[src/verilog/runner_params.svh]
`ifndef RUNNER_PARAMS_SVH
`define RUNNER_PARAMS_SVH

// Screen and coordinate sizes
`define RUNNER_XSCREEN 320
`define RUNNER_YSCREEN 240
`define RUNNER_X_W 9
`define RUNNER_Y_W 8
`define RUNNER_COLOR_W 9

// Box geometry
`define RUNNER_PLAYER_X 52
`define RUNNER_GROUND_Y 109
`define RUNNER_PLAYER_W 8
`define RUNNER_PLAYER_H 16
`define RUNNER_OBST_W 8
`define RUNNER_OBST_H 8

// Jump physics, in rows per frame tick
`define RUNNER_JUMP_FORCE 10
`define RUNNER_GRAVITY 1
`define RUNNER_FRAME_DIV 1024
`define RUNNER_RESPAWN_SPAN 100

// Clock and serial line
`define RUNNER_CLK_HZ 10_000_000
`define RUNNER_BAUD 125_000

// 3:3:3 colors
`define RUNNER_PLAYER_COLOR 9'b000111000
`define RUNNER_OBST_COLOR 9'b111000000
`define RUNNER_BG_COLOR 9'b111111111

`endif

[src/verilog/runner_pkg.sv]
`include "runner_params.svh"

package runner_pkg;

	typedef logic [`RUNNER_X_W-1:0] xcoord_t;
	typedef logic [`RUNNER_Y_W-1:0] ycoord_t;
	typedef logic [`RUNNER_COLOR_W-1:0] color_t;
	typedef logic [15:0] score_t;
	typedef logic [7:0] uart_byte_t;

	// Top-left corner of a box
	typedef struct packed {
		xcoord_t x;
		ycoord_t y;
	} box_pos_t;

	// One pixel write on the frame buffer bus
	typedef struct packed {
		logic write;
		xcoord_t x;
		ycoord_t y;
		color_t color;
	} pixel_wr_t;

	typedef enum logic [1:0] {JUMP_RUNNING, JUMP_ASCENDING, JUMP_DESCENDING} jump_state_e;
	typedef enum logic [1:0] {DRAW_WAIT_TICK, DRAW_REQUEST, DRAW_ERASE, DRAW_DRAW} draw_state_e;
	typedef enum logic [1:0] {RX_IDLE, RX_START, RX_DATA, RX_STOP} rx_state_e;
	typedef enum logic [1:0] {GNT_IDLE, GNT_PLAYER, GNT_OBST} grant_state_e;

endpackage

[src/verilog/uart_cmd_rx.sv]
`timescale 1ns/10ps
`include "runner_params.svh"

module uart_cmd_rx (
	input logic Clock,
	input logic rst_n,
	input logic uart_rx,
	output logic jump_pulse
);
	localparam int OS_DIV = `RUNNER_CLK_HZ / (`RUNNER_BAUD * 16);
	localparam int OS_CW = (OS_DIV > 1) ? $clog2(OS_DIV) : 1;

	logic [OS_CW-1:0] os_div_cnt;
	logic os_tick;
	logic rx_meta;
	logic rx_sync;
	runner_pkg::rx_state_e rx_state;
	logic [3:0] os_cnt;
	logic [2:0] bit_idx;
	runner_pkg::uart_byte_t shift_reg;
	runner_pkg::uart_byte_t rx_byte;
	logic rx_strobe;

	// 16x oversample tick
	always_ff @(posedge Clock) begin
		if (!rst_n) begin
			os_div_cnt <= '0;
			os_tick <= 1'b0;
		end else if (os_div_cnt == OS_CW'(OS_DIV - 1)) begin
			os_div_cnt <= '0;
			os_tick <= 1'b1;
		end else begin
			os_div_cnt <= os_div_cnt + 1'b1;
			os_tick <= 1'b0;
		end
	end

	// Line idles high, so the synchronizer resets to one
	always_ff @(posedge Clock) begin
		if (!rst_n) begin
			rx_meta <= 1'b1;
			rx_sync <= 1'b1;
		end else begin
			rx_meta <= uart_rx;
			rx_sync <= rx_meta;
		end
	end

	always_ff @(posedge Clock) begin
		if (!rst_n) begin
			rx_state <= runner_pkg::RX_IDLE;
			os_cnt <= '0;
			bit_idx <= '0;
			rx_strobe <= 1'b0;
		end else begin
			rx_strobe <= 1'b0;
			if (os_tick) begin
				case (rx_state)
					runner_pkg::RX_IDLE: if (!rx_sync) begin
						rx_state <= runner_pkg::RX_START;
						os_cnt <= 4'd7;
					end
					// Recheck the start bit half a bit later
					runner_pkg::RX_START: if (os_cnt != 4'd0) begin
						os_cnt <= os_cnt - 1'b1;
					end else if (!rx_sync) begin
						rx_state <= runner_pkg::RX_DATA;
						os_cnt <= 4'd15;
						bit_idx <= '0;
					end else begin
						rx_state <= runner_pkg::RX_IDLE;
					end
					runner_pkg::RX_DATA: if (os_cnt != 4'd0) begin
						os_cnt <= os_cnt - 1'b1;
					end else begin
						shift_reg[bit_idx] <= rx_sync;
						os_cnt <= 4'd15;
						bit_idx <= bit_idx + 1'b1;
						if (bit_idx == 3'd7)
							rx_state <= runner_pkg::RX_STOP;
					end
					runner_pkg::RX_STOP: if (os_cnt != 4'd0) begin
						os_cnt <= os_cnt - 1'b1;
					end else begin
						// Framing error drops the byte
						rx_byte <= shift_reg;
						rx_strobe <= rx_sync;
						rx_state <= runner_pkg::RX_IDLE;
					end
					default: rx_state <= runner_pkg::RX_IDLE;
				endcase
			end
		end
	end

	// Only "J" is a command here
	always_ff @(posedge Clock) begin
		if (!rst_n)
			jump_pulse <= 1'b0;
		else
			jump_pulse <= rx_strobe && (rx_byte == runner_pkg::uart_byte_t'("J"));
	end

endmodule

[src/verilog/player_motion.sv]
`timescale 1ns/10ps
`include "runner_params.svh"

module player_motion (
	input logic Clock,
	input logic rst_n,
	input logic jump_pulse,
	input logic game_over,
	output logic frame_tick,
	output runner_pkg::box_pos_t player_pos
);
	localparam int FRAME_CW = $clog2(`RUNNER_FRAME_DIV);
	localparam logic signed [7:0] JUMP_V = -`RUNNER_JUMP_FORCE;
	localparam logic signed [7:0] GRAVITY = `RUNNER_GRAVITY;
	localparam logic signed [9:0] GROUND = `RUNNER_GROUND_Y;

	logic [FRAME_CW-1:0] frame_cnt;
	runner_pkg::jump_state_e jump_state;
	runner_pkg::ycoord_t pos_y;
	logic signed [7:0] vel;
	logic signed [7:0] vel_next;
	logic signed [9:0] next_y;

	// Slow tick that paces all motion and redraws
	always_ff @(posedge Clock) begin
		if (!rst_n) begin
			frame_cnt <= '0;
			frame_tick <= 1'b0;
		end else begin
			frame_cnt <= frame_cnt + 1'b1;
			frame_tick <= (frame_cnt == FRAME_CW'(`RUNNER_FRAME_DIV - 1));
		end
	end

	// Negative speed moves the player up the screen
	assign vel_next = vel + GRAVITY;
	assign next_y = $signed({2'b00, pos_y}) + vel;

	always_ff @(posedge Clock) begin
		if (!rst_n) begin
			jump_state <= runner_pkg::JUMP_RUNNING;
			pos_y <= runner_pkg::ycoord_t'(`RUNNER_GROUND_Y);
			vel <= '0;
		end else if (!game_over) begin
			if (jump_pulse && jump_state == runner_pkg::JUMP_RUNNING) begin
				jump_state <= runner_pkg::JUMP_ASCENDING;
				vel <= JUMP_V;
			end else if (frame_tick && jump_state != runner_pkg::JUMP_RUNNING) begin
				if (next_y >= GROUND) begin
					// Landed
					pos_y <= runner_pkg::ycoord_t'(`RUNNER_GROUND_Y);
					vel <= '0;
					jump_state <= runner_pkg::JUMP_RUNNING;
				end else begin
					pos_y <= next_y[`RUNNER_Y_W-1:0];
					vel <= vel_next;
					if (vel_next >= 0)
						jump_state <= runner_pkg::JUMP_DESCENDING;
				end
			end
		end
	end

	assign player_pos.x = runner_pkg::xcoord_t'(`RUNNER_PLAYER_X);
	assign player_pos.y = pos_y;

endmodule

[src/verilog/obstacle_motion.sv]
`timescale 1ns/10ps
`include "runner_params.svh"

module obstacle_motion (
	input logic Clock,
	input logic rst_n,
	input logic frame_tick,
	input logic respawn,
	input logic game_over,
	output runner_pkg::box_pos_t obst_pos
);
	localparam runner_pkg::xcoord_t START_X = `RUNNER_XSCREEN - `RUNNER_OBST_W;
	// Bottom edge sits on the same row as the player's feet
	localparam runner_pkg::ycoord_t OBST_Y =
		`RUNNER_GROUND_Y + `RUNNER_PLAYER_H - `RUNNER_OBST_H;

	logic [15:0] lfsr;
	runner_pkg::xcoord_t pos_x;
	runner_pkg::xcoord_t rand_ofs;

	// Free running, so the offset depends on when the pass happens
	always_ff @(posedge Clock) begin
		if (!rst_n)
			lfsr <= 16'hACE1;
		else
			lfsr <= {lfsr[14:0], lfsr[15] ^ lfsr[14] ^ lfsr[12] ^ lfsr[3]};
	end

	assign rand_ofs = runner_pkg::xcoord_t'(lfsr % `RUNNER_RESPAWN_SPAN);

	always_ff @(posedge Clock) begin
		if (!rst_n) begin
			pos_x <= START_X;
		end else if (!game_over) begin
			if (respawn)
				pos_x <= START_X + rand_ofs;
			else if (frame_tick)
				pos_x <= (pos_x <= runner_pkg::xcoord_t'(1)) ? START_X : pos_x - 1'b1;
		end
	end

	assign obst_pos.x = pos_x;
	assign obst_pos.y = OBST_Y;

endmodule

[src/verilog/box_drawer.sv]
`timescale 1ns/10ps
`include "runner_params.svh"

module box_drawer #(
	parameter int BOX_W = 8,
	parameter int BOX_H = 8,
	parameter runner_pkg::color_t BOX_COLOR = `RUNNER_PLAYER_COLOR
) (
	input logic Clock,
	input logic rst_n,
	input logic frame_tick,
	input runner_pkg::box_pos_t pos,
	input logic gnt,
	output logic req,
	output runner_pkg::pixel_wr_t wr
);
	localparam int CX_W = (BOX_W > 1) ? $clog2(BOX_W) : 1;
	localparam int CY_W = (BOX_H > 1) ? $clog2(BOX_H) : 1;

	runner_pkg::draw_state_e state;
	runner_pkg::box_pos_t cur_pos;
	runner_pkg::box_pos_t old_pos;
	runner_pkg::box_pos_t base;
	runner_pkg::xcoord_t px;
	runner_pkg::ycoord_t py;
	logic [CX_W-1:0] cx;
	logic [CY_W-1:0] cy;
	logic last_col;
	logic last_row;
	logic on_screen;

	// Erase pass walks the old corner, draw pass the new one
	always_comb begin
		base = (state == runner_pkg::DRAW_ERASE) ? old_pos : cur_pos;
		px = base.x + runner_pkg::xcoord_t'(cx);
		py = base.y + runner_pkg::ycoord_t'(cy);
		last_col = (cx == CX_W'(BOX_W - 1));
		last_row = (cy == CY_W'(BOX_H - 1));
		// A respawned obstacle can start past the right edge
		on_screen = (px < `RUNNER_XSCREEN) && (py < `RUNNER_YSCREEN);
	end

	assign req = (state != runner_pkg::DRAW_WAIT_TICK);

	always_ff @(posedge Clock) begin
		wr.x <= px;
		wr.y <= py;
		wr.color <= (state == runner_pkg::DRAW_ERASE) ? `RUNNER_BG_COLOR : BOX_COLOR;
		if (!rst_n) begin
			state <= runner_pkg::DRAW_WAIT_TICK;
			cur_pos <= '0;
			cx <= '0;
			cy <= '0;
			wr.write <= 1'b0;
		end else begin
			wr.write <= 1'b0;
			case (state)
				runner_pkg::DRAW_WAIT_TICK: if (frame_tick) begin
					old_pos <= cur_pos;
					cur_pos <= pos;
					state <= runner_pkg::DRAW_REQUEST;
				end
				runner_pkg::DRAW_REQUEST: if (gnt) begin
					cx <= '0;
					cy <= '0;
					state <= runner_pkg::DRAW_ERASE;
				end
				runner_pkg::DRAW_ERASE, runner_pkg::DRAW_DRAW: begin
					wr.write <= on_screen;
					if (last_col) begin
						cx <= '0;
						cy <= last_row ? '0 : cy + 1'b1;
					end else begin
						cx <= cx + 1'b1;
					end
					if (last_col && last_row)
						state <= (state == runner_pkg::DRAW_ERASE) ?
							runner_pkg::DRAW_DRAW : runner_pkg::DRAW_WAIT_TICK;
				end
				default: state <= runner_pkg::DRAW_WAIT_TICK;
			endcase
		end
	end

endmodule

[src/verilog/pixel_arbiter.sv]
`timescale 1ns/10ps

module pixel_arbiter (
	input logic Clock,
	input logic rst_n,
	input logic player_req,
	input logic obst_req,
	input runner_pkg::pixel_wr_t player_wr,
	input runner_pkg::pixel_wr_t obst_wr,
	output logic player_gnt,
	output logic obst_gnt,
	output runner_pkg::pixel_wr_t pixel
);
	runner_pkg::grant_state_e gnt_state;
	runner_pkg::grant_state_e gnt_next;

	// Player wins ties, a grant holds until its request drops
	always_comb begin
		gnt_next = runner_pkg::GNT_IDLE;
		case (gnt_state)
			runner_pkg::GNT_IDLE:
				if (player_req)
					gnt_next = runner_pkg::GNT_PLAYER;
				else if (obst_req)
					gnt_next = runner_pkg::GNT_OBST;
			runner_pkg::GNT_PLAYER:
				if (player_req)
					gnt_next = runner_pkg::GNT_PLAYER;
			runner_pkg::GNT_OBST:
				if (obst_req)
					gnt_next = runner_pkg::GNT_OBST;
			default: gnt_next = runner_pkg::GNT_IDLE;
		endcase
	end

	always_ff @(posedge Clock) begin
		if (!rst_n)
			gnt_state <= runner_pkg::GNT_IDLE;
		else
			gnt_state <= gnt_next;
	end

	assign player_gnt = (gnt_state == runner_pkg::GNT_PLAYER);
	assign obst_gnt = (gnt_state == runner_pkg::GNT_OBST);
	assign pixel = player_gnt ? player_wr : (obst_gnt ? obst_wr : '0);

endmodule

[src/verilog/score_keeper.sv]
`timescale 1ns/10ps
`include "runner_params.svh"

module score_keeper (
	input logic Clock,
	input logic rst_n,
	input runner_pkg::box_pos_t player_pos,
	input runner_pkg::box_pos_t obst_pos,
	output runner_pkg::score_t score,
	output logic game_over,
	output logic respawn
);
	// One spare bit so right and bottom edges never wrap
	localparam int XE = `RUNNER_X_W + 1;
	localparam int YE = `RUNNER_Y_W + 1;

	logic [XE-1:0] p_left;
	logic [XE-1:0] p_right;
	logic [XE-1:0] o_left;
	logic [XE-1:0] o_right;
	logic [YE-1:0] p_top;
	logic [YE-1:0] p_bottom;
	logic [YE-1:0] o_top;
	logic [YE-1:0] o_bottom;
	logic collision;
	logic prev_collision;
	runner_pkg::xcoord_t prev_obst_x;
	logic score_given;
	logic crossed;

	always_comb begin
		p_left = {1'b0, player_pos.x};
		p_right = p_left + XE'(`RUNNER_PLAYER_W);
		o_left = {1'b0, obst_pos.x};
		o_right = o_left + XE'(`RUNNER_OBST_W);
		p_top = {1'b0, player_pos.y};
		p_bottom = p_top + YE'(`RUNNER_PLAYER_H);
		o_top = {1'b0, obst_pos.y};
		o_bottom = o_top + YE'(`RUNNER_OBST_H);
		// Touching edges count as a hit
		collision = (p_right >= o_left) && (o_right >= p_left) &&
			(p_bottom >= o_top) && (o_bottom >= p_top);
		crossed = (prev_obst_x > player_pos.x) && (obst_pos.x <= player_pos.x);
	end

	always_ff @(posedge Clock) begin
		if (!rst_n) begin
			score <= '0;
			game_over <= 1'b0;
			respawn <= 1'b0;
			prev_collision <= 1'b0;
			prev_obst_x <= '0;
			score_given <= 1'b0;
		end else begin
			prev_collision <= collision;
			prev_obst_x <= obst_pos.x;
			respawn <= 1'b0;
			if (collision)
				game_over <= 1'b1;
			if (!game_over) begin
				// x only ever grows on a wrap or a respawn
				if (obst_pos.x > prev_obst_x)
					score_given <= 1'b0;
				else if (crossed && !score_given && !collision && !prev_collision) begin
					score <= score + runner_pkg::score_t'(1);
					respawn <= 1'b1;
					score_given <= 1'b1;
				end
			end
		end
	end

endmodule

[src/verilog/runner_top.sv]
`timescale 1ns/10ps
`include "runner_params.svh"

module runner_top (
	input logic Clock,
	input logic rst_n,
	input logic uart_rx,
	output runner_pkg::pixel_wr_t pixel,
	output runner_pkg::score_t score,
	output logic game_over
);
	logic jump_pulse;
	logic frame_tick;
	logic respawn;
	runner_pkg::box_pos_t player_pos;
	runner_pkg::box_pos_t obst_pos;
	logic player_req;
	logic obst_req;
	logic player_gnt;
	logic obst_gnt;
	runner_pkg::pixel_wr_t player_wr;
	runner_pkg::pixel_wr_t obst_wr;

	uart_cmd_rx u_uart (
		.Clock(Clock),
		.rst_n(rst_n),
		.uart_rx(uart_rx),
		.jump_pulse(jump_pulse)
	);

	player_motion u_player (
		.Clock(Clock),
		.rst_n(rst_n),
		.jump_pulse(jump_pulse),
		.game_over(game_over),
		.frame_tick(frame_tick),
		.player_pos(player_pos)
	);

	obstacle_motion u_obst (
		.Clock(Clock),
		.rst_n(rst_n),
		.frame_tick(frame_tick),
		.respawn(respawn),
		.game_over(game_over),
		.obst_pos(obst_pos)
	);

	box_drawer #(
		.BOX_W(`RUNNER_PLAYER_W),
		.BOX_H(`RUNNER_PLAYER_H),
		.BOX_COLOR(`RUNNER_PLAYER_COLOR)
	) u_player_draw (
		.Clock(Clock),
		.rst_n(rst_n),
		.frame_tick(frame_tick),
		.pos(player_pos),
		.gnt(player_gnt),
		.req(player_req),
		.wr(player_wr)
	);

	box_drawer #(
		.BOX_W(`RUNNER_OBST_W),
		.BOX_H(`RUNNER_OBST_H),
		.BOX_COLOR(`RUNNER_OBST_COLOR)
	) u_obst_draw (
		.Clock(Clock),
		.rst_n(rst_n),
		.frame_tick(frame_tick),
		.pos(obst_pos),
		.gnt(obst_gnt),
		.req(obst_req),
		.wr(obst_wr)
	);

	pixel_arbiter u_arb (
		.Clock(Clock),
		.rst_n(rst_n),
		.player_req(player_req),
		.obst_req(obst_req),
		.player_wr(player_wr),
		.obst_wr(obst_wr),
		.player_gnt(player_gnt),
		.obst_gnt(obst_gnt),
		.pixel(pixel)
	);

	score_keeper u_score (
		.Clock(Clock),
		.rst_n(rst_n),
		.player_pos(player_pos),
		.obst_pos(obst_pos),
		.score(score),
		.game_over(game_over),
		.respawn(respawn)
	);

endmodule

[config.mk]
export PLATFORM = sky130hd
export DESIGN_NAME = runner_top
export DESIGN_NICKNAME = d
export VERILOG_FILES = /design/src/verilog/runner_pkg.sv /design/src/verilog/uart_cmd_rx.sv /design/src/verilog/player_motion.sv /design/src/verilog/obstacle_motion.sv /design/src/verilog/box_drawer.sv /design/src/verilog/pixel_arbiter.sv /design/src/verilog/score_keeper.sv /design/src/verilog/runner_top.sv
export VERILOG_INCLUDE_DIRS = /design/src /design/src/verilog
export SDC_FILE = /design/constraint.sdc
export NUM_CORES = 1
export LEC_CHECK = 0
export ABC_CLOCK_PERIOD_IN_PS = 10000
export BUFFER_PORTS_ARGS = -buffer_cell sky130_fd_sc_hd__buf_2
export CELL_PAD_IN_SITES_DETAIL_PLACEMENT = 1
export CELL_PAD_IN_SITES_GLOBAL_PLACEMENT = 2
export CORE_MARGIN = 1.5
export CORE_UTILIZATION = 39
export DETAILED_ROUTE_END_ITERATION = 6
export GPL_TIMING_DRIVEN = 0
export MAX_ROUTING_LAYER = met4
export PLACE_DENSITY = 0.83
export SLEW_MARGIN = 20
export SYNTH_ARGS = -nofsm -noshare
export SYNTH_HDL_FRONTEND = slang
export SYNTH_SLANG_ARGS = --single-unit
[constraint.sdc]
create_clock -name Clock -period 10 [get_ports Clock]
set_input_delay 3 -clock Clock [delete_from_list [all_inputs] [get_ports Clock]]
set_output_delay 3 -clock Clock [all_outputs]
set_load 0.01 [all_outputs]
==> flow_summary.toml, run 1 <==
[sta]
finalCriticalPeriod_ns = 8.90
period_share_pct = 89.0
fmax_mhz = 112
max_slew_margin_pct = 26.3
rsz0062_at_grt = "no"
tns_ns = 0
finalSetupViolations = 0
slew_violations = 0
worstMarginPinSlew_ns = 1.10
clock_skew_ns = 0.0113
hold_viol = 0

[power]
ir_drop_v = 0.000141
leakage_nw = 5.25
powerDensity_mw_per_mm2 = 219

[place]
io_buffers = 45
dp.cells = 1777
gp_congestion = 0.808
dp_hpwl_um = 23400

[floorplan]
dieArea_mm2 = 0.0313
die_w_um = 177
initial_core_util_pct = 39.7
rows = 63
die_y_um = 177
core_mm2 = 0.0297
io_pins = 47

[setup_path]
r2r_end = "u_obst.pos_x[7]"
startpoint_type = "flip-flop"
cpPeakStageDelay_ns = 0.54
path_max_fanout = 10
endpoint_kind = "flip-flop"
r2r_slack_ns = 1.10
r2r-start = "u_obst.lfsr[15]"
worst_ep_required_time_ns = 10.44
reg2reg_depth = 32
worst-setup-path-type = "flip-flop to flip-flop"
cp.arrival_ns = 9.33
critPathLaunch = "u_obst.lfsr[15]"
cp_slowest_cell = "dfxtp_1"

[synth]
syn_area_per_cell_um2 = 8.79
synth_cell_types = 105
synth_area_mm2 = 0.0118
synth_fp_nets = 1418
synth.top_cell.area_share_pct = 28.7
yosys_warnings = 0
netlist_instances = 1342
synth_seq_cells = 204
ys.flop_type = "dfxtp_1"
ys_top_cells_by_area = "dfxtp_1 29%, edfxtp_1 8.9%, ha_1 7.4%, a21oi_1 4.4%, nor2_1 4.3%"
synth_edf_count = 35
synth_seq_area_share_pct = 37.6
ys_async_sr_fraction_pct = 0
synth_top_area_cell = "dfxtp_1"

[grt]
antenna_found_initial = 0
overflow = 0
met3_usage_pct = 2.34
grt-busiest-layer = "met2"
grt_use_met2_pct = 33.6
use_met1_pct = 28.1
grt_max_degree = 14
grt_pass1_wl_um = 51900
grt.total_usage_pct = 20.8
first_global_vias = 10140

[clock_network]
tritoncts = "built"
clock_latency_ns = 0.51
postCtsSetupRepairBufs = 0
numCtsBuffers = 24
clockRootBuffer = "clkbuf_16"
cts-hold-fix-buffers = 0
ctsResizeCount = 0
cts_max_path_buffers = 3
path_clk_slew_ns = 0.06
clock_sinks = 204
ctsHtreeMaxLevel = 1

[detailed_routing]
drt_iter0_drc = 337
viasPerCell = 5.57
drc = 0
vias = 10150
wire_per_inst_um = 17.2
ant_nets = 0
drtPass1Iterations = 5
wl_um = 31300

[layout]
final_cell_mix = "169 x dfxtp_1, 134 x nor2_1, 129 x nand2_1"
area_growth_pct = 13.4
fin_cells = 1822
top_regs = "u_obst.lfsr x16, u_obst_draw.wr x16, u_score.score x16"
drive_gt1_share_pct = 11.2
layout_commonest_cell = "dfxtp_1"
fin_nets = 1489
num-fill-cells = 3488

[min_path]
min_from = "u_player_draw.cx[1]"
min_path_cells = 0
min_to = "u_player_draw.wr[18]"
min_path_type = "flip-flop to flip-flop"

[run]
maxCapViolCount = 0

[run_status]
outcome = "completed"
metrics by stage:
stage / util, % / worst slack, ns / area (um2) / power, W / hold WS [ns]
final: 45.0 / 1.10 / 13400 / 0.00293 / 0.408
after global routing: 45.0 / 0.315 / 13400 / 0.00311 / 0.423
after CTS: 45.0 / 1.17 / 13400 / 0.00295 / 0.412
after detailed placement: 42.1 / 1.20 / 12500 / 0.00198 / 0.397
after global placement: 42.1 / 1.25 / 12500 / 0.00196 / 0.390
after floorplan: - / 2.46 / 11800 / 0.00175 / 0.355
how the worst max path moves through the flow:
stage               cells past startpoint  slack (ns)         endpoint
finish                                 32        1.10  u_obst.pos_x[7]
global route                           32        0.31  u_obst.pos_x[7]
CTS                                    33        1.17  u_obst.pos_x[7]
detailed placement                     32        1.20  u_obst.pos_x[7]
global placement                       32        1.25  u_obst.pos_x[7]
floorplan                              32        2.46  u_obst.pos_x[7]
logic make-up (layout without fill, tap and decap cells):
family,after synthesis,in the layout,share of synthesized area (%)
and+or+nand+nor,505,505,20.9
AOI/OAI and AO/OA,354,354,21.6
xor gates and xnor gates,58,58,4.50
buffers and inverters,109,198,3.88
adders and majority gates,77,77,8.29
muxes,35,35,3.18
DFF,204,204,37.6
other,0,1,0
cell usage after synthesis (5+ instances only):
master    instances
o21bai_1          6
or3_1            18
mux2_2           13
ha_1             70
mux2i_1          20
a22o_1           18
o22ai_1           9
o21ai_0          46
a22oi_1           5
nand3b_1          6
xnor2_1          25
nand2_1         129
inv_1            45
o211a_1           7
edfxtp_1         35
a211o_1           7
buf_2             9
a21oi_1         103
nor2_1          134
a211oi_1         17
a21o_1           12
dfxtp_1         169
o21a_1            7
nor2b_1          12
nor4_1           11
buf_4             8
o21ai_1          12
buf_1             7
nand3_1          52
xor2_1           30
a31oi_1          12
nand4_1          14
clkbuf_1         36
nand2b_1         20
and2_1           26
o211ai_1         11
nor3_1           32
and3_1           21
routing by layer:
layer,share of wire [%],up-vias
met3,2.9,44
met5,0,-
met1,50,4937
met4,2.0,0
li1,-,5033
met2,46,136
area by class of cell:
type,count,area (um2),area share (%)
Inverter,48,180,1.35
Multi-Input combinational cell,1029,6900,51.6
Antenna cell,1,2.50,0.0187
Buffer,61,278,2.08
Clock inverter,16,230,1.72
Tap cell,390,488,3.65
Sequential cell,204,4430,33.2
Timing Repair Buffer,45,225,1.68
Clock buffer,28,637,4.76
report_power, final:
| part | total (W) | switching [W] | internal (W) | leakage (nW) |
|---|---|---|---|---|
| Clock | 0.000954 | 0.000344 | 0.000610 | 0.426 |
| Sequential | 0.000860 | 0.0000136 | 0.000846 | 1.69 |
| Combinational | 0.00111 | 0.000682 | 0.000431 | 3.14 |
critical path: cells and delay by family (launching register included):
| kind | cells | cell delay [ns] |
|---|---|---|
| adder cells (fa/ha/maj) | 4 | 1.19 |
| multiplexers | 2 | 0.87 |
| AO/OA/AOI/OAI | 19 | 4.63 |
| AND/OR/NAND/NOR | 4 | 1.03 |
| XOR/XNOR | 1 | 0.14 |
| flip-flops | 1 | 0.54 |
| buffers and inverters | 2 | 0.41 |
Note: power is estimated with default switching activity, not from simulation.
==> run 2: changes to the inputs <==
ABC_CLOCK_PERIOD_IN_PS = 8100   (was 10000)
CORE_UTILIZATION = 35   (was 39)
PLACE_DENSITY = 0.79   (was 0.83)
clock period = 8.1 ns   (was 10 ns; I/O delays follow)
==> run 2 against run 1 <==
  * Worst hold slack better by 0.00099 ns
  * Maximum frequency increased by 11%
  * Utilization decreased by 2.5 points
  * Setup slack got worse by 1.0 ns
  * Clock power grew 11%
  * Final area grew 6.0%
  * Total power grew 30%
  * Non-clock buffer count is 44 higher
  * Critical endpoint unchanged
==> flow_summary.toml, run 2 (synthesis gave the netlist of run 1 again) <==
[power]
powerDensity_mw_per_mm2 = 269
leakage_nw = 5.51
switchingPower_w = 0.00141
seqPwrFrac_pct = 27.9
combinationalPowerShare_pct = 44.3
ir_drop_v = 0.000161
clkPwrFrac_pct = 27.8
p_int_w = 0.00240
sw_frac_of_total_pct = 37.1

[clock_network]
cts-hold-fix-buffers = 0
tritoncts = "built"
clock_latency_ns = 0.52
numCtsBuffers = 24
ctsHtreeMaxLevel = 1
clockRootBuffer = "clkbuf_16"
clock_sinks = 204
path_clk_slew_ns = 0.06
cts_max_path_buffers = 3

[sta]
finalSetupViolations = 0
worstMarginPinSlew_ns = 0.947
max_slew_margin_pct = 36.8
layout_setup_ws_ns = 0.0612
finalCriticalPeriod_ns = 8.04
hold_viol = 0
period_share_pct = 99.2
slew_violations = 0
fmax_mhz = 124
clock_skew_ns = 0.0139
rsz0062_at_grt = "yes"
timing.hold.ws_ns = 0.409

[grt]
antenna_found_initial = 0
first_global_vias = 10568
overflow = 0
grt_pass1_wl_um = 54500
grt_max_degree = 14
grt.total_usage_pct = 19.2

[run]
maxCapViolCount = 0

[place]
dpl-instance-area_mm2 = 0.0126
gp_congestion = 0.805
pre_cts_slack_ns = -0.732
io_buffers = 45
dp_hpwl_um = 24200
dp.cells = 1835

[layout]
final_cell_mix = "167 x dfxtp_1, 133 x nor2_1, 128 x nand2_1"
num-fill-cells = 3942
fin_cells = 1922
finalInstanceArea_mm2 = 0.0142
fin_nets = 1533
ff_latch_area_mm2 = 0.00444
multi_input_area_mm2 = 0.00737
layout_commonest_cell = "dfxtp_1"
area_growth_pct = 20.3
n_antenna_cell = 0
drive_gt1_share_pct = 17.2
fin_util_pct = 42.5
top_regs = "u_obst.lfsr x16, u_obst_draw.wr x16, u_score.score x16"

[min_path]
min_path_type = "flip-flop to flip-flop"

[detailed_routing]
vias = 10410
wire_per_inst_um = 17.6
wl_um = 33700
drtPass1Iterations = 4
ant_nets = 0
drc = 0
viasPerCell = 5.42
drt_iter0_drc = 403

[setup_path]
worst_ep_required_time_ns = 8.45
cp.arrival_ns = 8.39
worst-setup-path-type = "flip-flop to flip-flop"
cpPeakStageDelay_ns = 0.58
path_max_fanout = 10
startpoint_type = "flip-flop"
endpoint_kind = "flip-flop"
cp_slowest_cell = "or4_4"
cpMostUsedCell = "buf_4"

[floorplan]
io_pins = 47
core_mm2 = 0.0334
die_y_um = 187
dieArea_mm2 = 0.0348
initial_core_util_pct = 35.3
die_w_um = 187
rows = 67

[run_status]
outcome = "completed"
[run 2: cell types whose count changed in the layout (fill, tap and decap cells not counted), sizes merged]
| cell | before | now |
|---|---|---|
| clkbuf | 64 | 69 |
| diode | 1 | 0 |
| bufinv | 6 | 2 |
| buf | 70 | 115 |
| clkinv | 11 | 8 |
[run 2: final timing paths]
path / from / cells after the start / slack (ns) / endpoint
worst max-delay path: u_obst.lfsr[13] / 36 / 0.06 / u_obst.pos_x[7]
worst min-delay path: u_uart.rx_meta / 1 / 0.41 / u_uart.rx_sync
worst max register to register: u_obst.lfsr[13] / 36 / 0.06 / u_obst.pos_x[7]
worst min register to register: u_uart.rx_meta / 1 / 0.41 / u_uart.rx_sync
[run 2: per-layer routing]
layer | vias to the layer above | track usage, % | part of all wire [%]
met1 | 5110 | 24.2 | 46
li1 | 5109 | - | -
met2 | 140 | 33.1 | 49
met3 | 51 | 1.94 | 2.6
met5 | - | - | 0
met4 | 0 | 4.28 | 2.1
[run 2: layout make-up]
cell class	count	share of cell area, %
Tap cell	448	3.95
Sequential cell	204	31.3
Clock buffer	34	4.71
Timing Repair Buffer	89	3.92
Multi-Input combinational cell	1029	52.0
Inverter	48	1.27
Buffer	61	2.08
Clock inverter	9	0.759
[run 2: repair_timing]
action                     4_1_cts  5_1_grt
setup endpoints to repair        5        5
resized for setup               44       49
setup buffers                   21       25
pin swaps                       16       30
[run 2: worst max-delay path: cells and delay by family (launching register included)]
family | cells | cell delay (ns)
buffers and inverters | 6 | 0.95
DFF | 1 | 0.30
AOI/OAI and AO/OA | 18 | 3.49
xor gates and xnor gates | 1 | 0.17
adders and majority gates | 4 | 1.19
and+or+nand+nor | 7 | 1.80
[run 2: power groups by stage]
stage | sequential, W | clock (W) | combinational, W
floorplan | 0.00108 | 0 | 0.00108
global placement | 0.00108 | 0 | 0.00133
detailed placement | 0.00108 | 0 | 0.00137
CTS | 0.00106 | 0.00109 | 0.00150
global route | 0.00106 | 0.00112 | 0.00183
finish | 0.00106 | 0.00106 | 0.00169
[run 2: metrics by stage]
stage                     total power, W  TNS, ns
after detailed placement         0.00245    -2.27
after CTS                        0.00365        0
after floorplan                  0.00216        0
after global placement           0.00241    -1.68
after global routing             0.00402   -0.750
final                            0.00381        0
==> run 3: changes to the inputs <==
CELL_PAD_IN_SITES_DETAIL_PLACEMENT = default   (was 1)
CELL_PAD_IN_SITES_GLOBAL_PLACEMENT = default   (was 2)
CORE_MARGIN = default   (was 1.5)
CORE_UTILIZATION = 50   (was 35)
PLACE_DENSITY = 0.72   (was 0.79)
==> run 3 against run 2 <==
  * Setup slack better by 0.053 ns
  * Clock power fell by 6%
  * Maximum frequency grew 0.66%
  * Die area decreased by 30%
  * First-iteration DRC count is 94% higher
  * Sequential share of layout area grew 0.34 points
  * Utilization rose by 19 points
  * Sequential power hardly changed
  * Count of clock-buffer cells in the layout decreased by 10
  * Critical path depth rose by 3
  * Critical endpoint is now u_obst.pos_x[5]
  * Largest cell class unchanged
  * Largest power group unchanged
==> flow_summary.toml, run 3 (synthesis gave the netlist of run 1 again) <==
[run_status]
outcome = "completed"

[power]
ir_drop_v = 0.000224
clkPwrFrac_pct = 26.3
switchingPower_w = 0.00139
combinationalPowerShare_pct = 45.6
leakage_nw = 5.48
sw_frac_of_total_pct = 36.7
fin_total_pwr_w = 0.00377
powerDensity_mw_per_mm2 = 269
seqPwrFrac_pct = 28.2
p_int_w = 0.00239

[detailed_routing]
drt_iter0_drc = 781
wire_per_inst_um = 16.1
ant_nets = 0
drc = 0
wl_um = 28600
drtPass1Iterations = 5
vias = 10414
viasPerCell = 5.85

[layout]
num-fill-cells = 1916
final_cell_mix = "165 x dfxtp_1, 130 x nor2_1, 127 x nand2_1"
drive_gt1_share_pct = 17.8
fin_nets = 1529
n_antenna_cell = 0
finalInstanceArea_mm2 = 0.0140
layout_commonest_cell = "dfxtp_1"
top_regs = "u_obst.lfsr x16, u_obst_draw.wr x16, u_score.score x16"
fin_cells = 1780
area_growth_pct = 19.0

[clock_network]
tritoncts = "built"
path_clk_slew_ns = 0.06
numCtsBuffers = 21
cts_max_path_buffers = 3
ctsHtreeMaxLevel = 1
clock_sinks = 204
clockRootBuffer = "clkbuf_16"
clock_latency_ns = 0.49

[grt]
antenna_found_initial = 0
first_global_vias = 9330
grt.total_usage_pct = 22.8
overflow = 0
grt_pass1_wl_um = 44300
grt_max_degree = 16

[setup_path]
cpMostUsedCell = "buf_4"
endpoint_kind = "flip-flop"
path_max_fanout = 10
worst_ep_required_time_ns = 8.44
cpPeakStageDelay_ns = 0.41
cp.arrival_ns = 8.33
cp_slowest_cell = "o31a_4"
worst-setup-path-type = "flip-flop to flip-flop"
startpoint_type = "flip-flop"

[place]
dpl-instance-area_mm2 = 0.0124
gp_congestion = 0.869
dp_hpwl_um = 19400
io_buffers = 45
dp.cells = 1700

[min_path]
min_path_type = "flip-flop to flip-flop"

[sta]
hold_viol = 0
slew_violations = 0
finalSetupViolations = 0
worstMarginPinSlew_ns = 0.848
tns_ns = 0
timing.hold.ws_ns = 0.398
clock_skew_ns = 0.00868
max_slew_margin_pct = 43.5
fmax_mhz = 125
period_share_pct = 98.6
finalCriticalPeriod_ns = 7.99

[run]
maxCapViolCount = 0

[floorplan]
io_pins = 47
core_mm2 = 0.0229
rows = 55
dieArea_mm2 = 0.0242
die_y_um = 156
initial_core_util_pct = 51.5
die_w_um = 156
==> run 3: cell types whose count changed in the layout (fill, tap and decap cells not counted), moves of 3 or more <==
cell	before	now
clkbuf_1	41	38
clkbuf_16	24	21
a21oi_1	100	97
nor2_2	0	3
clkbuf_8	3	0
buf_2	52	49
a21oi_2	4	7
nor4_4	0	3
buf_4	53	50
nor2_1	133	130
clkinv_1	4	8
==> run 3: final cells by class <==
class	instances	area, um2	area share (%)
Buffer	61	299	2.13
Multi-Input combinational cell	1029	7460	53.1
Clock inverter	13	166	1.19
Timing Repair Buffer	88	562	4.00
Sequential cell	204	4440	31.6
Inverter	48	180	1.28
Clock buffer	24	537	3.82
Tap cell	313	392	2.79
==> run 3: worst max-delay path, delay by kind of cell (launching register included) <==
family / cells / cell delay, ns
AND/OR/NAND/NOR: 10 / 1.63
XOR/XNOR: 2 / 0.30
adder cells (fa/ha/maj): 4 / 1.08
multiplexers: 1 / 0.34
buffers and inverters: 8 / 1.24
flip-flops: 1 / 0.31
AO/OA/AOI/OAI: 14 / 2.91
==> run 3: final timing paths <==
| check | startpoint | to | slack [ns] | cells after the start |
|---|---|---|---|---|
| max | u_obst.lfsr[13] | u_obst.pos_x[5] | 0.11 | 39 |
| min | u_player_draw.cx[1] | u_player_draw.wr[18] | 0.40 | 0 |
| max reg2reg | u_obst.lfsr[13] | u_obst.pos_x[5] | 0.11 | 39 |
| min reg2reg | u_player_draw.cx[1] | u_player_draw.wr[18] | 0.40 | 0 |
==> run 3: repair_timing <==
action | CTS | global route
hold buffers | 0 | 0
pin swaps | 9 | 37
gates resized for setup | 36 | 81
gates cloned | 0 | 0
setup buffers | 10 | 34
endpoints found under the setup margin | 3 | 5
==> run 3: metal layers <==
layer | GRT usage (%) | wire, um
met4 | 4.81 | 518
met3 | 2.78 | 1310
met1 | 30.3 | 13200
met2 | 37.3 | 13500
met5 | - | 0
==> run 3: power groups by stage <==
stage | clock network, W | logic, W | registers, W
6_report | 0.000992 | 0.00172 | 0.00106
5_1_grt | 0.00105 | 0.00183 | 0.00106
4_1_cts | 0.00101 | 0.00141 | 0.00106
3_5_place_dp | 0 | 0.00131 | 0.00108
3_3_place_gp | 0 | 0.00129 | 0.00108
2_1_floorplan | 0 | 0.00108 | 0.00108
==> run 3: metrics by stage <==
step / setup WS [ns] / utilization [%]
2_1_floorplan: 0.556 / -
3_3_place_gp: -0.396 / 54.1
3_5_place_dp: -0.539 / 54.1
4_1_cts: 0.0125 / 58.5
5_1_grt: -0.142 / 61.2
6_report: 0.114 / 61.2
